`config.mk`:
```
export PLATFORM = sky130hd
export DESIGN_NAME = note_display_top
export DESIGN_NICKNAME = d
export VERILOG_FILES = /design/src/common/note_display_pkg.sv /design/src/common/lcd_cmd_if.sv /design/src/design/note_display_top.sv /design/src/design/note_lookup.sv /design/src/design/spi_frame_receiver.sv /design/src/lcd/lcd_bus_driver.sv /design/src/lcd/lcd_sequencer.sv
export SDC_FILE = /design/constraint.sdc
export NUM_CORES = 1
export LEC_CHECK = 0
export ABC_AREA = 1
export BUFFER_PORTS_ARGS = -buffer_cell sky130_fd_sc_hd__buf_2
export CAP_MARGIN = 20
export CORE_MARGIN = 3
export CORE_UTILIZATION = 40
export CTS_CLUSTER_DIAMETER = 120
export DETAILED_ROUTE_END_ITERATION = 10
export PLACE_DENSITY = 0.63
export SLEW_MARGIN = 5
export SYNTH_ARGS = -nofsm -noshare
export SYNTH_HDL_FRONTEND = slang
export SYNTH_SLANG_ARGS = --single-unit
```
`constraint.sdc`:
```
create_clock -name clk -period 4.9 [get_ports clk]
set_input_delay 0.98 -clock clk [delete_from_list [all_inputs] [get_ports clk]]
set_output_delay 0.98 -clock clk [all_outputs]
set_load 0.02 [all_outputs]
```
`src/common/note_display_pkg.sv`:
```
`default_nettype none

package note_display_pkg;

  //////////////////////////////////////////////////
  // Widths and basic types
  //////////////////////////////////////////////////

  localparam int FREQ_W = 16;                   // Serial frame width

  typedef logic [FREQ_W-1:0] freq_t;            // Frequency in Hz
  typedef logic [7:0]        lcd_byte_t;        // LCD bus byte or char code

  //////////////////////////////////////////////////
  // LCD command and character codes
  //////////////////////////////////////////////////

  localparam lcd_byte_t CMD_CLEAR       = 8'h01;  // Clear display
  localparam lcd_byte_t CMD_HOME        = 8'h02;  // Cursor home
  localparam lcd_byte_t CHAR_SPACE      = 8'h20;  // Blank for out-of-range pitch
  localparam lcd_byte_t CHAR_DIGIT_BASE = 8'h30;  // ASCII '0'

  // HD44780 power-up sequence, 8-bit mode, 2 lines
  localparam int INIT_LEN = 8;
  localparam lcd_byte_t INIT_CMDS [INIT_LEN] = '{
    8'h30,  // Function set, first of three
    8'h30,
    8'h30,
    8'h38,  // 8-bit, 2 lines, 5x8 font
    8'h08,  // Display off
    8'h01,  // Clear
    8'h06,  // Entry mode, cursor moves right
    8'h0C   // Display on, no cursor
  };

  //////////////////////////////////////////////////
  // Note table, C2 through B5
  //////////////////////////////////////////////////

  localparam freq_t NOTE_MIN   = 16'd62;        // Below this no note shown
  localparam int    NOTE_COUNT = 28;

  // Inclusive upper bound per note, roughly midway between semitone pairs
  localparam freq_t NOTE_BOUNDS [NOTE_COUNT] = '{
    16'd69,  16'd78,  16'd85,  16'd93,  16'd104, 16'd117, 16'd127,  // Octave 2
    16'd139, 16'd156, 16'd170, 16'd186, 16'd208, 16'd234, 16'd255,  // Octave 3
    16'd278, 16'd312, 16'd340, 16'd371, 16'd416, 16'd467, 16'd509,  // Octave 4
    16'd555, 16'd623, 16'd679, 16'd741, 16'd832, 16'd934, 16'd1046  // Octave 5
  };

  localparam lcd_byte_t NOTE_LETTERS [7] = '{"C", "D", "E", "F", "G", "A", "B"};

  localparam int FIRST_OCTAVE = 2;              // Octave of index 0

endpackage

`default_nettype wire

```
`src/common/lcd_cmd_if.sv`:
```
`timescale 1ns/1ps
`default_nettype none

// One LCD command handed from the sequencer to the bus driver
interface lcd_cmd_if
  import note_display_pkg::*;
();

  logic      valid;  // Command present, only while ready
  logic      rs;     // 0 instruction, 1 character data
  lcd_byte_t data;   // Command code or char
  logic      ready;  // Driver idle and able to take a command

  modport source (output valid, output rs, output data, input ready);
  modport sink   (input valid, input rs, input data, output ready);

endinterface

`default_nettype wire

```
`src/design/note_display_top.sv`:
```
`timescale 1ns/1ps
`default_nettype none

module note_display_top
  import note_display_pkg::*;
#(
  parameter int T_POWERUP = 2400000,  // 100 ms at 24 MHz
  parameter int T_SETUP   = 2,
  parameter int T_PULSE   = 6,
  parameter int T_HOLD    = 1440,     // 60 us
  parameter int T_LONG    = 120000    // 5 ms
) (
  input  logic      clk,
  input  logic      reset,
  input  logic      sclk,
  input  logic      cs,
  input  logic      sdi,
  output lcd_byte_t d,
  output logic      e,
  output logic      rs
);

  logic      freq_valid;
  freq_t     freq;
  logic      note_valid;
  lcd_byte_t letter;
  lcd_byte_t number;

  lcd_cmd_if cmd_bus ();

  // Serial frame in
  spi_frame_receiver u_rx (
    .clk        (clk),
    .reset      (reset),
    .sclk       (sclk),
    .cs         (cs),
    .sdi        (sdi),
    .freq_valid (freq_valid),
    .freq       (freq)
  );

  note_lookup u_lookup (
    .clk        (clk),
    .reset      (reset),
    .freq_valid (freq_valid),
    .freq       (freq),
    .note_valid (note_valid),
    .letter     (letter),
    .number     (number)
  );

  // Clear, home, letter, number
  lcd_sequencer u_seq (
    .clk        (clk),
    .reset      (reset),
    .note_valid (note_valid),
    .letter     (letter),
    .number     (number),
    .cmd        (cmd_bus.source)
  );

  lcd_bus_driver #(
    .T_POWERUP (T_POWERUP),
    .T_SETUP   (T_SETUP),
    .T_PULSE   (T_PULSE),
    .T_HOLD    (T_HOLD),
    .T_LONG    (T_LONG)
  ) u_drv (
    .clk   (clk),
    .reset (reset),
    .cmd   (cmd_bus.sink),
    .d     (d),
    .e     (e),
    .rs    (rs)
  );

endmodule

`default_nettype wire

```
`src/design/note_lookup.sv`:
```
`timescale 1ns/1ps
`default_nettype none

module note_lookup
  import note_display_pkg::*;
(
  input  logic      clk,
  input  logic      reset,
  input  logic      freq_valid,
  input  freq_t     freq,
  output logic      note_valid,
  output lcd_byte_t letter,
  output lcd_byte_t number
);

  localparam int IDX_W    = $clog2(NOTE_COUNT);
  localparam int LETTER_N = $size(NOTE_LETTERS);  // Notes per octave

  logic             found;
  logic [IDX_W-1:0] idx;         // Index of first bound >= freq
  logic             in_range;
  lcd_byte_t        note_letter;
  lcd_byte_t        note_number;

  //////////////////////////////////////////////////
  // Table search
  //////////////////////////////////////////////////

  // Priority search, lowest matching bound wins
  always_comb begin
    found = 1'b0;
    idx   = '0;
    for (int i = 0; i < NOTE_COUNT; i++) begin
      if (!found && (freq <= NOTE_BOUNDS[i])) begin
        found = 1'b1;
        idx   = IDX_W'(i);
      end
    end
    in_range = found && (freq >= NOTE_MIN);  // Above top bound leaves found low
  end

  // Letter cycles every octave, digit steps once per octave
  assign note_letter = in_range ? NOTE_LETTERS[idx % LETTER_N] : CHAR_SPACE;
  assign note_number = in_range ?
                       CHAR_DIGIT_BASE + lcd_byte_t'(FIRST_OCTAVE + idx / LETTER_N) :
                       CHAR_SPACE;

  //////////////////////////////////////////////////
  // Output register
  //////////////////////////////////////////////////

  always_ff @(posedge clk) begin
    if (reset) note_valid <= 1'b0;
    else       note_valid <= freq_valid;
  end

  // Chars only move with the strobe
  always_ff @(posedge clk) begin
    if (freq_valid) begin
      letter <= note_letter;
      number <= note_number;
    end
  end

endmodule

`default_nettype wire

```
`src/design/spi_frame_receiver.sv`:
```
`timescale 1ns/1ps
`default_nettype none

module spi_frame_receiver
  import note_display_pkg::*;
(
  input  logic  clk,
  input  logic  reset,
  input  logic  sclk,
  input  logic  cs,
  input  logic  sdi,
  output logic  freq_valid,
  output freq_t freq
);

  logic [1:0] sclk_s;   // Two-flop synchronizers
  logic [1:0] cs_s;
  logic [1:0] sdi_s;
  logic       sclk_d;   // Edge-detect history
  logic       cs_d;
  logic       sclk_rise;
  logic       cs_rise;
  freq_t      shift_q;  // Last FREQ_W bits seen

  //////////////////////////////////////////////////
  // Synchronizers and edge detect
  //////////////////////////////////////////////////

  always_ff @(posedge clk) begin
    if (reset) begin
      sclk_s <= 2'b00;
      sclk_d <= 1'b0;
      cs_s   <= 2'b11;    // cs idles high, avoids a false frame end
      cs_d   <= 1'b1;
    end else begin
      sclk_s <= {sclk_s[0], sclk};
      sclk_d <= sclk_s[1];
      cs_s   <= {cs_s[0], cs};
      cs_d   <= cs_s[1];
    end
  end

  // Data pin, same latency as sclk so bits line up
  always_ff @(posedge clk) begin
    sdi_s <= {sdi_s[0], sdi};
  end

  assign sclk_rise = sclk_s[1] & ~sclk_d;
  assign cs_rise   = cs_s[1] & ~cs_d;

  //////////////////////////////////////////////////
  // Shift in, MSB first
  //////////////////////////////////////////////////

  always_ff @(posedge clk) begin
    if (sclk_rise && !cs_s[1]) begin
      shift_q <= {shift_q[FREQ_W-2:0], sdi_s[1]};
    end
    if (cs_rise) begin
      freq <= shift_q;  // Frame done, hand it on
    end
  end

  always_ff @(posedge clk) begin
    if (reset) freq_valid <= 1'b0;
    else       freq_valid <= cs_rise;  // One-cycle strobe
  end

endmodule

`default_nettype wire

```
`src/lcd/lcd_bus_driver.sv`:
```
`timescale 1ns/1ps
`default_nettype none

module lcd_bus_driver
  import note_display_pkg::*;
#(
  parameter int T_POWERUP = 2400000,
  parameter int T_SETUP   = 2,
  parameter int T_PULSE   = 6,
  parameter int T_HOLD    = 1440,
  parameter int T_LONG    = 120000
) (
  input  logic      clk,
  input  logic      reset,
  lcd_cmd_if.sink   cmd,
  output lcd_byte_t d,
  output logic      e,
  output logic      rs
);

  // Counter sized for the longest interval
  localparam int M_SP   = (T_SETUP > T_PULSE) ? T_SETUP : T_PULSE;
  localparam int M_HOLD = (M_SP > T_HOLD) ? M_SP : T_HOLD;
  localparam int M_LONG = (M_HOLD > T_LONG) ? M_HOLD : T_LONG;
  localparam int T_MAX  = (M_LONG > T_POWERUP) ? M_LONG : T_POWERUP;
  localparam int CNT_W  = $clog2(T_MAX + 1);
  localparam int IDX_W  = $clog2(INIT_LEN);

  typedef enum logic [2:0] {
    PH_POWERUP,
    PH_SETUP,   // d, rs driven, e low
    PH_PULSE,   // e high
    PH_HOLD,    // e low, bus unchanged
    PH_IDLE
  } phase_t;

  phase_t           phase;
  logic [CNT_W-1:0] cnt;          // Cycles left in current phase
  logic             cnt_done;
  logic             init_active;  // Still playing INIT_CMDS
  logic [IDX_W-1:0] init_idx;
  logic [IDX_W-1:0] init_next;
  logic             long_hold;

  assign cnt_done  = (cnt == '0);
  assign init_next = init_idx + 1'b1;

  // Slow commands, plus the very first function set after power-up
  assign long_hold = !rs && ((d == CMD_CLEAR) || (d == CMD_HOME) ||
                             (init_active && (init_idx == '0)));

  assign cmd.ready = (phase == PH_IDLE);
  assign e         = (phase == PH_PULSE);

  //////////////////////////////////////////////////
  // Phase sequencing
  //////////////////////////////////////////////////

  always_ff @(posedge clk) begin
    if (reset) begin
      phase       <= PH_POWERUP;
      cnt         <= CNT_W'(T_POWERUP - 1);
      init_active <= 1'b1;
      init_idx    <= '0;
      d           <= '0;
      rs          <= 1'b0;
    end else begin
      case (phase)
        PH_POWERUP: begin
          if (cnt_done) begin  // Start first init write
            d     <= INIT_CMDS[0];
            rs    <= 1'b0;
            phase <= PH_SETUP;
            cnt   <= CNT_W'(T_SETUP - 1);
          end else cnt <= cnt - 1'b1;
        end
        PH_SETUP: begin
          if (cnt_done) begin
            phase <= PH_PULSE;
            cnt   <= CNT_W'(T_PULSE - 1);
          end else cnt <= cnt - 1'b1;
        end
        PH_PULSE: begin
          if (cnt_done) begin
            phase <= PH_HOLD;
            cnt   <= long_hold ? CNT_W'(T_LONG - 1) : CNT_W'(T_HOLD - 1);
          end else cnt <= cnt - 1'b1;
        end
        PH_HOLD: begin
          if (!cnt_done) begin
            cnt <= cnt - 1'b1;
          end else if (init_active && (init_idx != IDX_W'(INIT_LEN - 1))) begin
            init_idx <= init_next;             // Next init command
            d        <= INIT_CMDS[init_next];
            phase    <= PH_SETUP;
            cnt      <= CNT_W'(T_SETUP - 1);
          end else begin
            init_active <= 1'b0;  // Init done or normal write finished
            phase       <= PH_IDLE;
          end
        end
        default: begin  // PH_IDLE
          if (cmd.valid) begin
            d     <= cmd.data;
            rs    <= cmd.rs;
            phase <= PH_SETUP;
            cnt   <= CNT_W'(T_SETUP - 1);
          end
        end
      endcase
    end
  end

endmodule

`default_nettype wire

```
`src/lcd/lcd_sequencer.sv`:
```
`timescale 1ns/1ps
`default_nettype none

module lcd_sequencer
  import note_display_pkg::*;
(
  input  logic          clk,
  input  logic          reset,
  input  logic          note_valid,
  input  lcd_byte_t     letter,
  input  lcd_byte_t     number,
  lcd_cmd_if.source     cmd
);

  logic       busy;      // Update in progress
  logic [1:0] step;      // 0 clear, 1 home, 2 letter, 3 number
  lcd_byte_t  letter_q;  // Note held for the whole update
  lcd_byte_t  number_q;
  logic       issue;

  //////////////////////////////////////////////////
  // Step control
  //////////////////////////////////////////////////

  assign issue = busy && cmd.ready;  // Driver drops ready next cycle

  always_ff @(posedge clk) begin
    if (reset) begin
      busy <= 1'b0;
      step <= 2'd0;
    end else if (!busy) begin
      if (note_valid) begin  // New notes only taken when idle
        busy <= 1'b1;
        step <= 2'd0;
      end
    end else if (issue) begin
      step <= step + 2'd1;
      if (step == 2'd3) busy <= 1'b0;  // Number sent, back to idle
    end
  end

  always_ff @(posedge clk) begin
    if (!busy && note_valid) begin
      letter_q <= letter;
      number_q <= number;
    end
  end

  //////////////////////////////////////////////////
  // Command mux
  //////////////////////////////////////////////////

  assign cmd.valid = issue;
  assign cmd.rs    = step[1];  // Last two steps are character writes

  always_comb begin
    case (step)
      2'd0:    cmd.data = CMD_CLEAR;
      2'd1:    cmd.data = CMD_HOME;
      2'd2:    cmd.data = letter_q;
      default: cmd.data = number_q;
    endcase
  end

endmodule

`default_nettype wire

```
# Yosys cells after proc, flatten, opt, wreduce, memory -nomap -nowiden
# Memories as Yosys holds them, arrays and structs flattened. A register that Yosys moved wholly into a read port is not among the register bits.
# Cells that the tools add are included.
[totals] reg_bits=107 latch_bits=0 ramBits=0 rom_bits=128 input_bits=5 output_inout_bits=10 memories=2
[classes] n_addsub=5 n_mul=0 div=2 order_cmp=30 eq_ne=17 shift=0 muxes=88 bitwise=9 reduce_logical=84
[mem_list] memory="(no name shown)" depth=8 word_bits=8 rd=1 rd_clocked_by_memory_dff=1 wr=0 line="note_lookup.sv:43" rtl="assign note_letter = in_range ? NOTE_LETTERS[idx % LETTER_N] : CHAR_SPACE;"
[mem_list] memory="(no name shown)" depth=8 word_bits=8 rd=1 rd_clocked_by_memory_dff=0 wr=0 line="lcd_bus_driver.sv:94" rtl="d <= INIT_CMDS[init_next];"
[ops] cell="$mux W22" count=6
[ops] cell="$le A16 B7 Y1 const B" count=7
[ops] cell="$le A16 B8 Y1 const B" count=7
[ops] cell="$le A16 B9 Y1 const B" count=7
[ops] cell="$le A16 B10 Y1 const B" count=6
[ops] cell="$pmux W22 S4" count=1
[ops] cell="$mux W5" count=12
[ops] cell="$mux W8" count=6
[ops] cell="$pmux W8 S3" count=2
[ops] cell="$mux W1" count=35
[ops] cell="$logic_and A1 B1 Y1" count=34
[ops] cell="$not A32 Y33" count=1
[ops] cell="$div A5 B3 Y32 const B" count=1
[ops] cell="$mod A5 B3 Y32 const B" count=1
[ops] cell="$mux W4" count=8
[ops] cell="$logic_not A1 Y1" count=31
[ops] cell="$mux W3" count=10
[ops] cell="$logic_not A22 Y1" count=1
[ops] cell="$sub A22 B1 Y22 const B" count=1
[ops] cell="$mux W17" count=1
[ops] cell="$ge A16 B6 Y1 const B" count=1
[ops] cell="$le A16 B11 Y1 const B" count=1
[ops] cell="$pmux W3 S4" count=1
[ops] cell="$mux W2" count=5
[ops] cell="30 further kinds" count=49

# Depth between registers and ports, before layout
# Gate-level depths: netlist of the first run.
[depth] depth_word=86 depth_mapped=41

# By module
# Synthesis of the first run repeated with hierarchy kept, for this count alone.
[hier_totals] hier_cells=958 area_unflattened_um2=6801.5
[modules_own_cells] module="lcd_bus_driver" n_inst=1 cells_per_inst=393 area_each_um2=2462.4 seq_area_each_um2=760.7
[modules_own_cells] module="note_lookup" n_inst=1 cells_per_inst=442 area_each_um2=2341.0 seq_area_each_um2=300.3
[modules_own_cells] module="spi_frame_receiver" n_inst=1 cells_per_inst=57 area_each_um2=1208.7 seq_area_each_um2=1141.1
[modules_own_cells] module="lcd_sequencer" n_inst=1 cells_per_inst=66 area_each_um2=789.5 seq_area_each_um2=540.5

# Worst setup path after synthesis of the first run
# Ideal clock, no wire load.
[synth_timing] kind="reg2reg" from="reg u_rx.freq[10]" to="reg u_lookup.letter[1] (data pin)" setup_time_ns=0.254 arrival_ns=4.322 t_required_ns=4.646 slack_ns=0.325 stages_incl_launch_ff=38 n_path_buf=1 synth_period_minus_slack_ns=4.575 path_cell_list="edfxtp_1 > nor2_4 > nand2_2 > nor2_4 > buf_6 > nand3_1 > nand2_2 > nand2_2 > nor2_2 > o21ai_1 > nand2_1 > nand2_1 > nand2_1 > ha_1 > nand2_8 > xor2_2 > inv_1 > ha_1 > [... 2 more ...] > nor2_4 > nand2_2 > xnor2_1 > inv_1 > ha_1 > nand2_1 > inv_1 > a21oi_1 > nand2_1 > nor2_1 > nand2_1 > nand2_2 > nand3b_1 > nand2_1 > inv_1 > ha_1 > nor2_1 > nor2_2"
[synth_between] elab_chain_cells=85
[synth_lines] item="start: declaration" line="spi_frame_receiver.sv:13" rtl="output freq_t freq"
[synth_lines] item="start signal: assignment" line="spi_frame_receiver.sv:60" rtl="freq <= shift_q;"
[synth_lines] item="$le A16 B7 Y1" line="note_lookup.sv:34" rtl="if (!found && (freq <= NOTE_BOUNDS[i])) begin"
[synth_lines] item="$mux W1" line="note_lookup.sv:34"
[synth_lines] item="$logic_not A1 Y1" line="note_lookup.sv:34"
[synth_lines] item="$logic_and A1 B1 Y1" line="note_lookup.sv:34"
[synth_lines] item="$mux W1" line="note_lookup.sv:34"
[synth_lines] item="$logic_not A1 Y1" line="note_lookup.sv:34"
[synth_lines] item="$logic_and A1 B1 Y1" line="note_lookup.sv:34"
[synth_lines] item="$mux W1" line="note_lookup.sv:34"
[synth_lines] item="[... 69 more ...]"
[synth_lines] item="$logic_not A1 Y1" line="note_lookup.sv:34"
[synth_lines] item="$logic_and A1 B1 Y1" line="note_lookup.sv:34"
[synth_lines] item="$mux W1" line="note_lookup.sv:34"
[synth_lines] item="$logic_not A1 Y1" line="note_lookup.sv:34"
[synth_lines] item="$logic_and A1 B1 Y1" line="note_lookup.sv:34"
[synth_lines] item="$mux W5 or $mux W1 (tied branches)" line="note_lookup.sv:34"
[synth_lines] item="$mod A5 B3 Y32 or $logic_and A1 B1 Y1 (tied branches)" line="note_lookup.sv:43, note_lookup.sv:39"
[synth_lines] item="$not A32 Y33 (implied by the code) or $logic_not A1 Y1 (tied branches)"
[synth_lines] item="end: declaration" line="note_lookup.sv:12" rtl="output lcd_byte_t letter,"
# Several ways; a longest one is shown, not always the timed one.
# A chain may end at the register's enable or synchronous reset.

# Worst setup path in the final report of the first run
[layout_timing] from="reg u_rx.freq[8]" to="reg u_lookup.letter[1] (data pin)"
# The elaborated chain is that of the path after synthesis.

==> metrics.txt, run 1 <==
status=complete, no violations; clock group share of total power=42.2%; Critical Path AT=4.71 ns; Placeable Area=14,700 um^2; Netlist cell types=51; CP endpoint kind=flip-flop; Die ar.=16,700 um^2; Routed Antenna Nets=0; max incr delay on CP=0.46 ns; relative slew slack=49.5%; initial core utilization=41.4%; Iter 0 DRT Violations=372; # rows=44; CTS tree=yes; WP data required=5.00 ns; fmax=0.217 GHz; total CTS buffers=9; total power per unit cell area=220 nW/um^2; Setup WS pre-CTS=0.0167 ns; Post-Synth Simple-Gate Area=35.3%; Max-Cap Viols=0; initial antenna violation count=0; cts hold-fix bufs=0; Detailed Route WL=14,800 um; area delta synth->final=23.1%; DR vias=5,534; net switching power=354 uW; Synth Cell Area=6080 um^2; I/O pins=15; Critical-path top delay cell=edfxtp_1; Synth Area in Adders=3.70%; first-pass GRT wire length=23,700 um; routability-driven placement congestion ratio=0.998; DRC viols=0; switch share=21.5%; syn nets=833; Leak Pwr=3.11 nW; worst slew pin tran=0.755 ns; die width=129 um; Clock Skew=0.0125 ns; Clock Latency Late Sink=0.34 ns; layout cells sized above 1=27.2%; htree depth=3; Syn Area/Cell=7.51 um^2; crit-path most repeated cell=nand2_1; Antenna Cells=0; kind of critical path=flip-flop to flip-flop; Via density=5.15; detailed-route wire length per cell=13.8 um; Comb pwr share=4.0%; VDD IR-drop max=0.183 mV; height of the die=129 um; Worst Path Max Fanout=15; P_int=1.29 mW; xor/xnor share of the synthesized area=2.57%; Post-synth EDFFs=50; Clk pin slew, worst setup/hold paths=0.06 ns; Synth Instances=810; Layout Nets=909; Root Driver=clkbuf_16; main combinational cell family by area after synthesis=simple AND/OR/NAND/NOR gates; Ys Warns=0; vias in the first global route=5,037; setup_tns=0 ns; Seq cells post-synth=100; Top delay family on crit path=simple AND/OR/NAND/NOR gates; Port Buffers=13; drt first pass iters=5; Top FF cell, synth=edfxtp_1; # setup viols final=0; Final WS setup=0.289 ns; Tmin final=4.61 ns; Hold Violations, Final=0; R2R setup slack=0.29 ns; Worst Setup Start Kind=flip-flop; Sequential Power Share=53.8%; post-synthesis sequential area ratio=41.1%; Hold WC Path Type=flip-flop to flip-flop; FFs w/ async S/R, synth=0%; compound-cell area share of the yosys netlist=8.99%; # clock sinks=100; Worst Path Buf+Inv=8; Final period util=94.1%; GRT overflow=0; post-synthesis mux area share=0%; # fillers=1,404; Slew Limit Fails=0; CTS Buffer Depth=2; largest net degree at the start of global routing=26; post-detail-place hpwl=10,500 um; Total Routing Usage GR=17.5%
## kinds of logic after synthesis
logic type,count (synthesis)
AOI/OAI and AO/OA,94
xor gates and xnor gates,17
adders and majority gates,18
buffers and inverters,122
DFF,100
other,1
and+or+nand+nor,458
## cell type report
cell class | instances | area [um^2] | area share [%]
Multi-Input combinational cell | 589 | 3420 | 45.7
Clock buffer | 12 | 267 | 3.56
Timing Repair Buffer | 82 | 627 | 8.37
Clock inverter | 4 | 30.0 | 0.401
Inverter | 104 | 408 | 5.45
Tap cell | 184 | 230 | 3.07
Sequential cell | 100 | 2500 | 33.4
## Yosys cell counts, types with 2 or more instances
| library cell | count | share of area [%] |
|---|---|---|
| nand2_1 | 185 | 11 |
| nor2_1 | 105 | 6.5 |
| inv_1 | 88 | 5.4 |
| nand3_1 | 58 | 4.8 |
| dfxtp_1 | 50 | 16 |
| edfxtp_1 | 50 | 25 |
| o21ai_0 | 37 | 3.0 |
| a21oi_1 | 27 | 2.2 |
| nor3_1 | 22 | 1.8 |
| nand2_2 | 21 | 2.2 |
| nand4_1 | 19 | 2.0 |
| ha_1 | 18 | 3.7 |
| nor2_2 | 18 | 1.9 |
| inv_2 | 14 | 0.86 |
| buf_2 | 8 | 0.66 |
| xnor2_1 | 8 | 1.2 |
| xor2_1 | 8 | 1.2 |
| o211ai_1 | 6 | 0.74 |
| clkbuf_1 | 5 | 0.31 |
| nor2_4 | 5 | 0.93 |
| nor3_2 | 5 | 0.82 |
| or2_2 | 5 | 0.51 |
| o21ai_1 | 4 | 0.33 |
| a31oi_1 | 3 | 0.31 |
| a32oi_1 | 3 | 0.43 |
| buf_4 | 3 | 0.37 |
| nor4_1 | 3 | 0.31 |
| a211o_1 | 2 | 0.29 |
| a211oi_1 | 2 | 0.25 |
| a221o_1 | 2 | 0.33 |
| buf_6 | 2 | 0.37 |
| nand2_4 | 2 | 0.37 |
| nand3_2 | 2 | 0.33 |
| nor3b_1 | 2 | 0.25 |
| o221ai_1 | 2 | 0.29 |
## per-stage QoR
step / area [um^2] / std cells / utilization, % / total power [mW] / hold WS (ns)
3_5_place_dp: 6530 / 1021 / 44.4 / 0.958 / 0.314
6_report: 7490 / 1075 / 50.9 / 1.65 / 0.325
3_3_place_gp: 6530 / 1021 / 44.4 / 0.958 / 0.310
5_1_grt: 7490 / 1075 / 50.9 / 1.71 / 0.333
4_1_cts: 6830 / 1037 / 46.5 / 1.66 / 0.329
2_1_floorplan: 6080 / 810 / - / 0.943 / 0.310
## cells in the final DEF, fill, tap and decap left out, types with 9 or more instances in the layout
cell	Yosys	routed
buf_2	8	14
nand3_2	2	10
nand2_2	21	36
clkbuf_16	0	9
nor2_2	18	20
inv_2	14	13
nor3_2	5	11
a21oi_1	27	26
nor2_1	105	90
edfxtp_1	50	50
buf_6	2	9
o21ai_0	37	35
nor3_1	22	14
nand3_1	58	49
inv_1	88	84
ha_1	18	15
buf_4	3	58
nand4_1	19	19
nand2_1	185	166
dfxtp_1	50	50
nor2_4	5	19
## worst reg2reg max path: cells and delay by family (launching register included)
| kind | cells | cell delay [ns] |
|---|---|---|
| AO/OA/AOI/OAI | 1 | 0.09 |
| buffers and inverters | 8 | 0.79 |
| XOR/XNOR | 2 | 0.26 |
| adder cells (fa/ha/maj) | 4 | 0.84 |
| flip-flops | 1 | 0.46 |
| AND/OR/NAND/NOR | 22 | 1.92 |
## per-layer routing
| layer | track usage (%) | part of all wire [%] | vias to the layer above | wire length (um) |
|---|---|---|---|---|
| met2 | 29.0 | 47 | 176 | 6930 |
| met4 | 7.04 | 3.8 | 0 | 565 |
| li1 | - | - | 2812 | - |
| met3 | 3.01 | 5.4 | 51 | 802 |
| met1 | 22.8 | 44 | 2495 | 6500 |
| met5 | 0 | 0 | - | 0 |
## path summary, 6_finish.rpt
path | from | to | cells after the start
max | u_rx.freq[8] | u_lookup.letter[1] | 37
min | u_rx.sdi_s[0] | u_rx.sdi_s[1] | 0
max reg2reg | u_rx.freq[8] | u_lookup.letter[1] | 37
min reg2reg | u_rx.sdi_s[0] | u_rx.sdi_s[1] | 0
## power groups by stage
stage               Combinational, mW  Clock (mW)  Sequential [mW]
finish                         0.0659       0.695            0.887
global route                   0.0737       0.754            0.887
detailed placement             0.0523           0            0.906
global placement               0.0527           0            0.906
floorplan                      0.0399           0            0.903
CTS                            0.0525       0.716            0.887
## timing repair
item,in CTS,in global routing
buffers inserted,0,37
setup endpoints to repair,0,3
resized for setup,0,103
## flip-flops by register name, indices dropped and copies added, names as in the netlist, 4 cells and up
| signal | cells |
|---|---|
| u_drv.cnt | 22 |
| u_lookup.letter | 4 |
| u_drv.d | 7 |
| u_rx.shift_q | 16 |
| u_seq.number_q | 5 |
| u_rx.freq | 16 |
| u_lookup.number | 5 |
| u_seq.letter_q | 4 |
(Power assumes the default switching activity.)
==> run 2: changes to the inputs <==
--- a/config.mk
+++ b/config.mk
@@ -9,10 +9,11 @@
 export BUFFER_PORTS_ARGS = -buffer_cell sky130_fd_sc_hd__buf_2
 export CAP_MARGIN = 20
 export CORE_MARGIN = 3
-export CORE_UTILIZATION = 40
+export CORE_UTILIZATION = 49
 export CTS_CLUSTER_DIAMETER = 120
+export CTS_CLUSTER_SIZE = 28
 export DETAILED_ROUTE_END_ITERATION = 10
-export PLACE_DENSITY = 0.63
+export PLACE_DENSITY = 0.73
 export SLEW_MARGIN = 5
 export SYNTH_ARGS = -nofsm -noshare
 export SYNTH_HDL_FRONTEND = slang
==> run 2 against run 1 <==
Net effect: register-to-register slack worse by 0.05 ns; sequential share of layout area up 1.3 points; clock skew down 0.0017 ns; sequential cell count unchanged.
==> metrics.txt, run 2 (synthesized netlist as in run 1, its figures left out) <==
status=complete, no violations (unchanged); DR vias=5,524 (was 5,534); # fillers=1,067 (was 1,404); top flop regs=u_drv.cnt: 22 flops, u_rx.freq: 16 flops, u_rx.shift_q: 16 flops (unchanged); Die ar.=13,800 um^2 (was 16,700 um^2); vias in the first global route=5,118 (was 5,037); cts hold-fix bufs=0 (unchanged); worst r2r path cells=36 (was 37); Post-Place Cell Area=6490 um^2 (was 6530 um^2); Routed Antenna Nets=0 (unchanged); Reg2Reg Capture Point=u_lookup.letter[1] (unchanged); Hold Violations, Final=0 (unchanged); Via density=5.26 (was 5.15); Port Buffers=13 (unchanged); Largest Register=u_drv.cnt (unchanged); Worst Path Max Fanout=6 (was 15); Clock Skew=0.0109 ns (was 0.0125 ns); Clk pin slew, worst setup/hold paths=0.07 ns (was 0.06 ns); die width=117 um (was 129 um); max layer used=met4 (unchanged); DRC viols=0 (unchanged); Critical Path AT=4.76 ns (was 4.71 ns); CP endpoint kind=flip-flop (unchanged); final non-filler cell total=1,050 (was 1,075); I/O pins=15 (unchanged); largest net degree at the start of global routing=26 (unchanged); R2R setup slack=0.24 ns (was 0.29 ns); Sequential Power Share=55.7% (was 53.8%); r2r startpoint=u_rx.freq[15] (was u_rx.freq[8]); # clock sinks=100 (unchanged); detailed-route wire length per cell=13.5 um (was 13.8 um); commonest non-fill, non-tap cell in the layout=nand2_1 (unchanged); kind of critical path=flip-flop to flip-flop (unchanged); setup_tns=0 ns (unchanged); # rows=40 (was 44); Root Driver=clkbuf_16 (unchanged); Leak Pwr=3.03 nW (was 3.11 nW); relative slew slack=49.3% (was 49.5%); met3 WL post-DR=674 um (was 802 um); Comb pwr share=3.9% (was 4.0%); total CTS buffers=9 (unchanged); GRT overflow=0 (unchanged); Iter 0 DRT Violations=449 (was 372); routability-driven placement congestion ratio=0.953 (was 0.998); Max-Cap Viols=0 (unchanged); switch share=21.6% (was 21.5%); total power per unit cell area=221 nW/um^2 (was 220 nW/um^2); Clock Latency Late Sink=0.34 ns (about the same); crit path launch=u_rx.freq[15] (was u_rx.freq[8]); Final period util=95.2% (was 94.1%); Hold WC Path Type=flip-flop to flip-flop (unchanged); P_int=1.25 mW (was 1.29 mW); Layout Nets=900 (was 909); net switching power=343 uW (was 354 uW); htree depth=3 (unchanged); crit-path most repeated cell=nand2_2 (was nand2_1); initial core utilization=50.4% (was 41.4%); layout cells sized above 1=23.2% (was 27.2%); Antenna Cells=0 (unchanged); Placeable Area=12,100 um^2 (was 14,700 um^2); initial antenna violation count=0 (unchanged); post-route cell area=7210 um^2 (was 7490 um^2); fmax=0.214 GHz (was 0.217 GHz); max incr delay on CP=0.45 ns (was 0.46 ns); first-pass GRT wire length=23,200 um (was 23,700 um); WP data required=5.00 ns (about the same); Critical-path top delay cell=edfxtp_1 (unchanged); WL met1=6150 um (was 6500 um); VDD IR-drop max=0.244 mV (was 0.183 mV); CTS Buffer Depth=2 (unchanged); placed cells=1,002 (was 1,021); commonest cells after routing, fill and taps aside=nand2_1, nor2_1, inv_1 (unchanged); # setup viols final=0 (unchanged); Detailed Route WL=14,200 um (was 14,800 um); max FFs per register=22 (unchanged); Worst Setup Start Kind=flip-flop (unchanged); Total Routing Usage GR=19.9% (was 17.5%); Slew Limit Fails=0 (unchanged); worst slew pin tran=0.758 ns (was 0.755 ns); area delta synth->final=18.5% (was 23.1%); clock group share of total power=40.4% (was 42.2%); worst setup path end=u_lookup.letter[1] (unchanged); post-detail-place hpwl=10,300 um (was 10,500 um); drt first pass iters=6 (was 5); height of the die=117 um (was 129 um); routed length on met2=6840 um (was 6930 um); Tmin final=4.66 ns (was 4.61 ns); CTS tree=yes (unchanged)
## run 2: cell count changes in the layout (fill, tap and decap cells not counted), moves of 4 or more
cell,before,now
nor3_1,14,21
nand2_1,166,172
nor2_1,90,96
nor2_4,19,13
nor3_2,11,5
buf_4,58,53
buf_6,9,4
nand3_1,49,54
nand3_2,10,5
nand2_2,36,32
## run 2: power by group through the flow
stage	logic (mW)	clock network (mW)	registers (mW)
finish	0.0616	0.644	0.887
global route	0.0690	0.702	0.887
CTS	0.0525	0.661	0.887
detailed placement	0.0521	0	0.906
global placement	0.0516	0	0.905
floorplan	0.0399	0	0.903
## run 2: worst min-delay path by stage
stage | startpoint | cells past startpoint | end | slack [ns]
finish | u_rx.sdi_s[0] | 0 | u_rx.sdi_s[1] | 0.33
global route | u_rx.sdi_s[0] | 0 | u_rx.sdi_s[1] | 0.33
CTS | u_rx.sdi_s[0] | 0 | u_rx.sdi_s[1] | 0.33
detailed placement | u_rx.sdi_s[0] | 0 | u_rx.sdi_s[1] | 0.32
global placement | u_rx.sdi_s[0] | 0 | u_rx.sdi_s[1] | 0.31
floorplan | u_rx.sdi_s[0] | 0 | u_rx.sdi_s[1] | 0.31
## run 2: final cells by class
class                   count  area, um^2  share of cell area, %
multi-input cells         590        3290                   45.7
flip-flops and latches    100        2500                   34.7
repair buffers             72         533                   7.40
inverters                 104         399                   5.54
clock buffers              11         233                   3.23
well taps                 168         210                   2.92
clock inverters             5        37.5                  0.521
## run 2: metal layers
metal	vias to the layer above	GRT usage (%)
li1	2791	-
met1	2516	25.0
met2	169	34.2
met3	48	4.19
met4	0	6.89
met5	-	0
## run 2: through the flow
stage                     setup slack (ns)  utilization [%]  hold slack (ns)  total power [mW]
after floorplan                      0.325                -            0.310             0.943
after global placement              0.0226             53.8            0.313             0.957
after detailed placement           -0.0224             53.8            0.316             0.958
after CTS                          0.00156             56.2            0.332              1.60
after global routing               -0.0769             59.7            0.334              1.66
final                                0.235             59.7            0.329              1.59
## run 2: what timing repair did
item,4_1_cts,5_1_grt
endpoints found under the setup margin,1,3
gates cloned,0,2
setup buffers,2,27
pin swaps,0,25
resized for setup,0,60
## run 2: critical path: cells and delay by family, from the launching register on
kind / cells / cell delay [ns]
adder cells (fa/ha/maj): 4 / 0.84
AO/OA/AOI/OAI: 1 / 0.09
XOR/XNOR: 2 / 0.30
flip-flops: 1 / 0.45
AND/OR/NAND/NOR: 22 / 2.13
buffers and inverters: 7 / 0.59
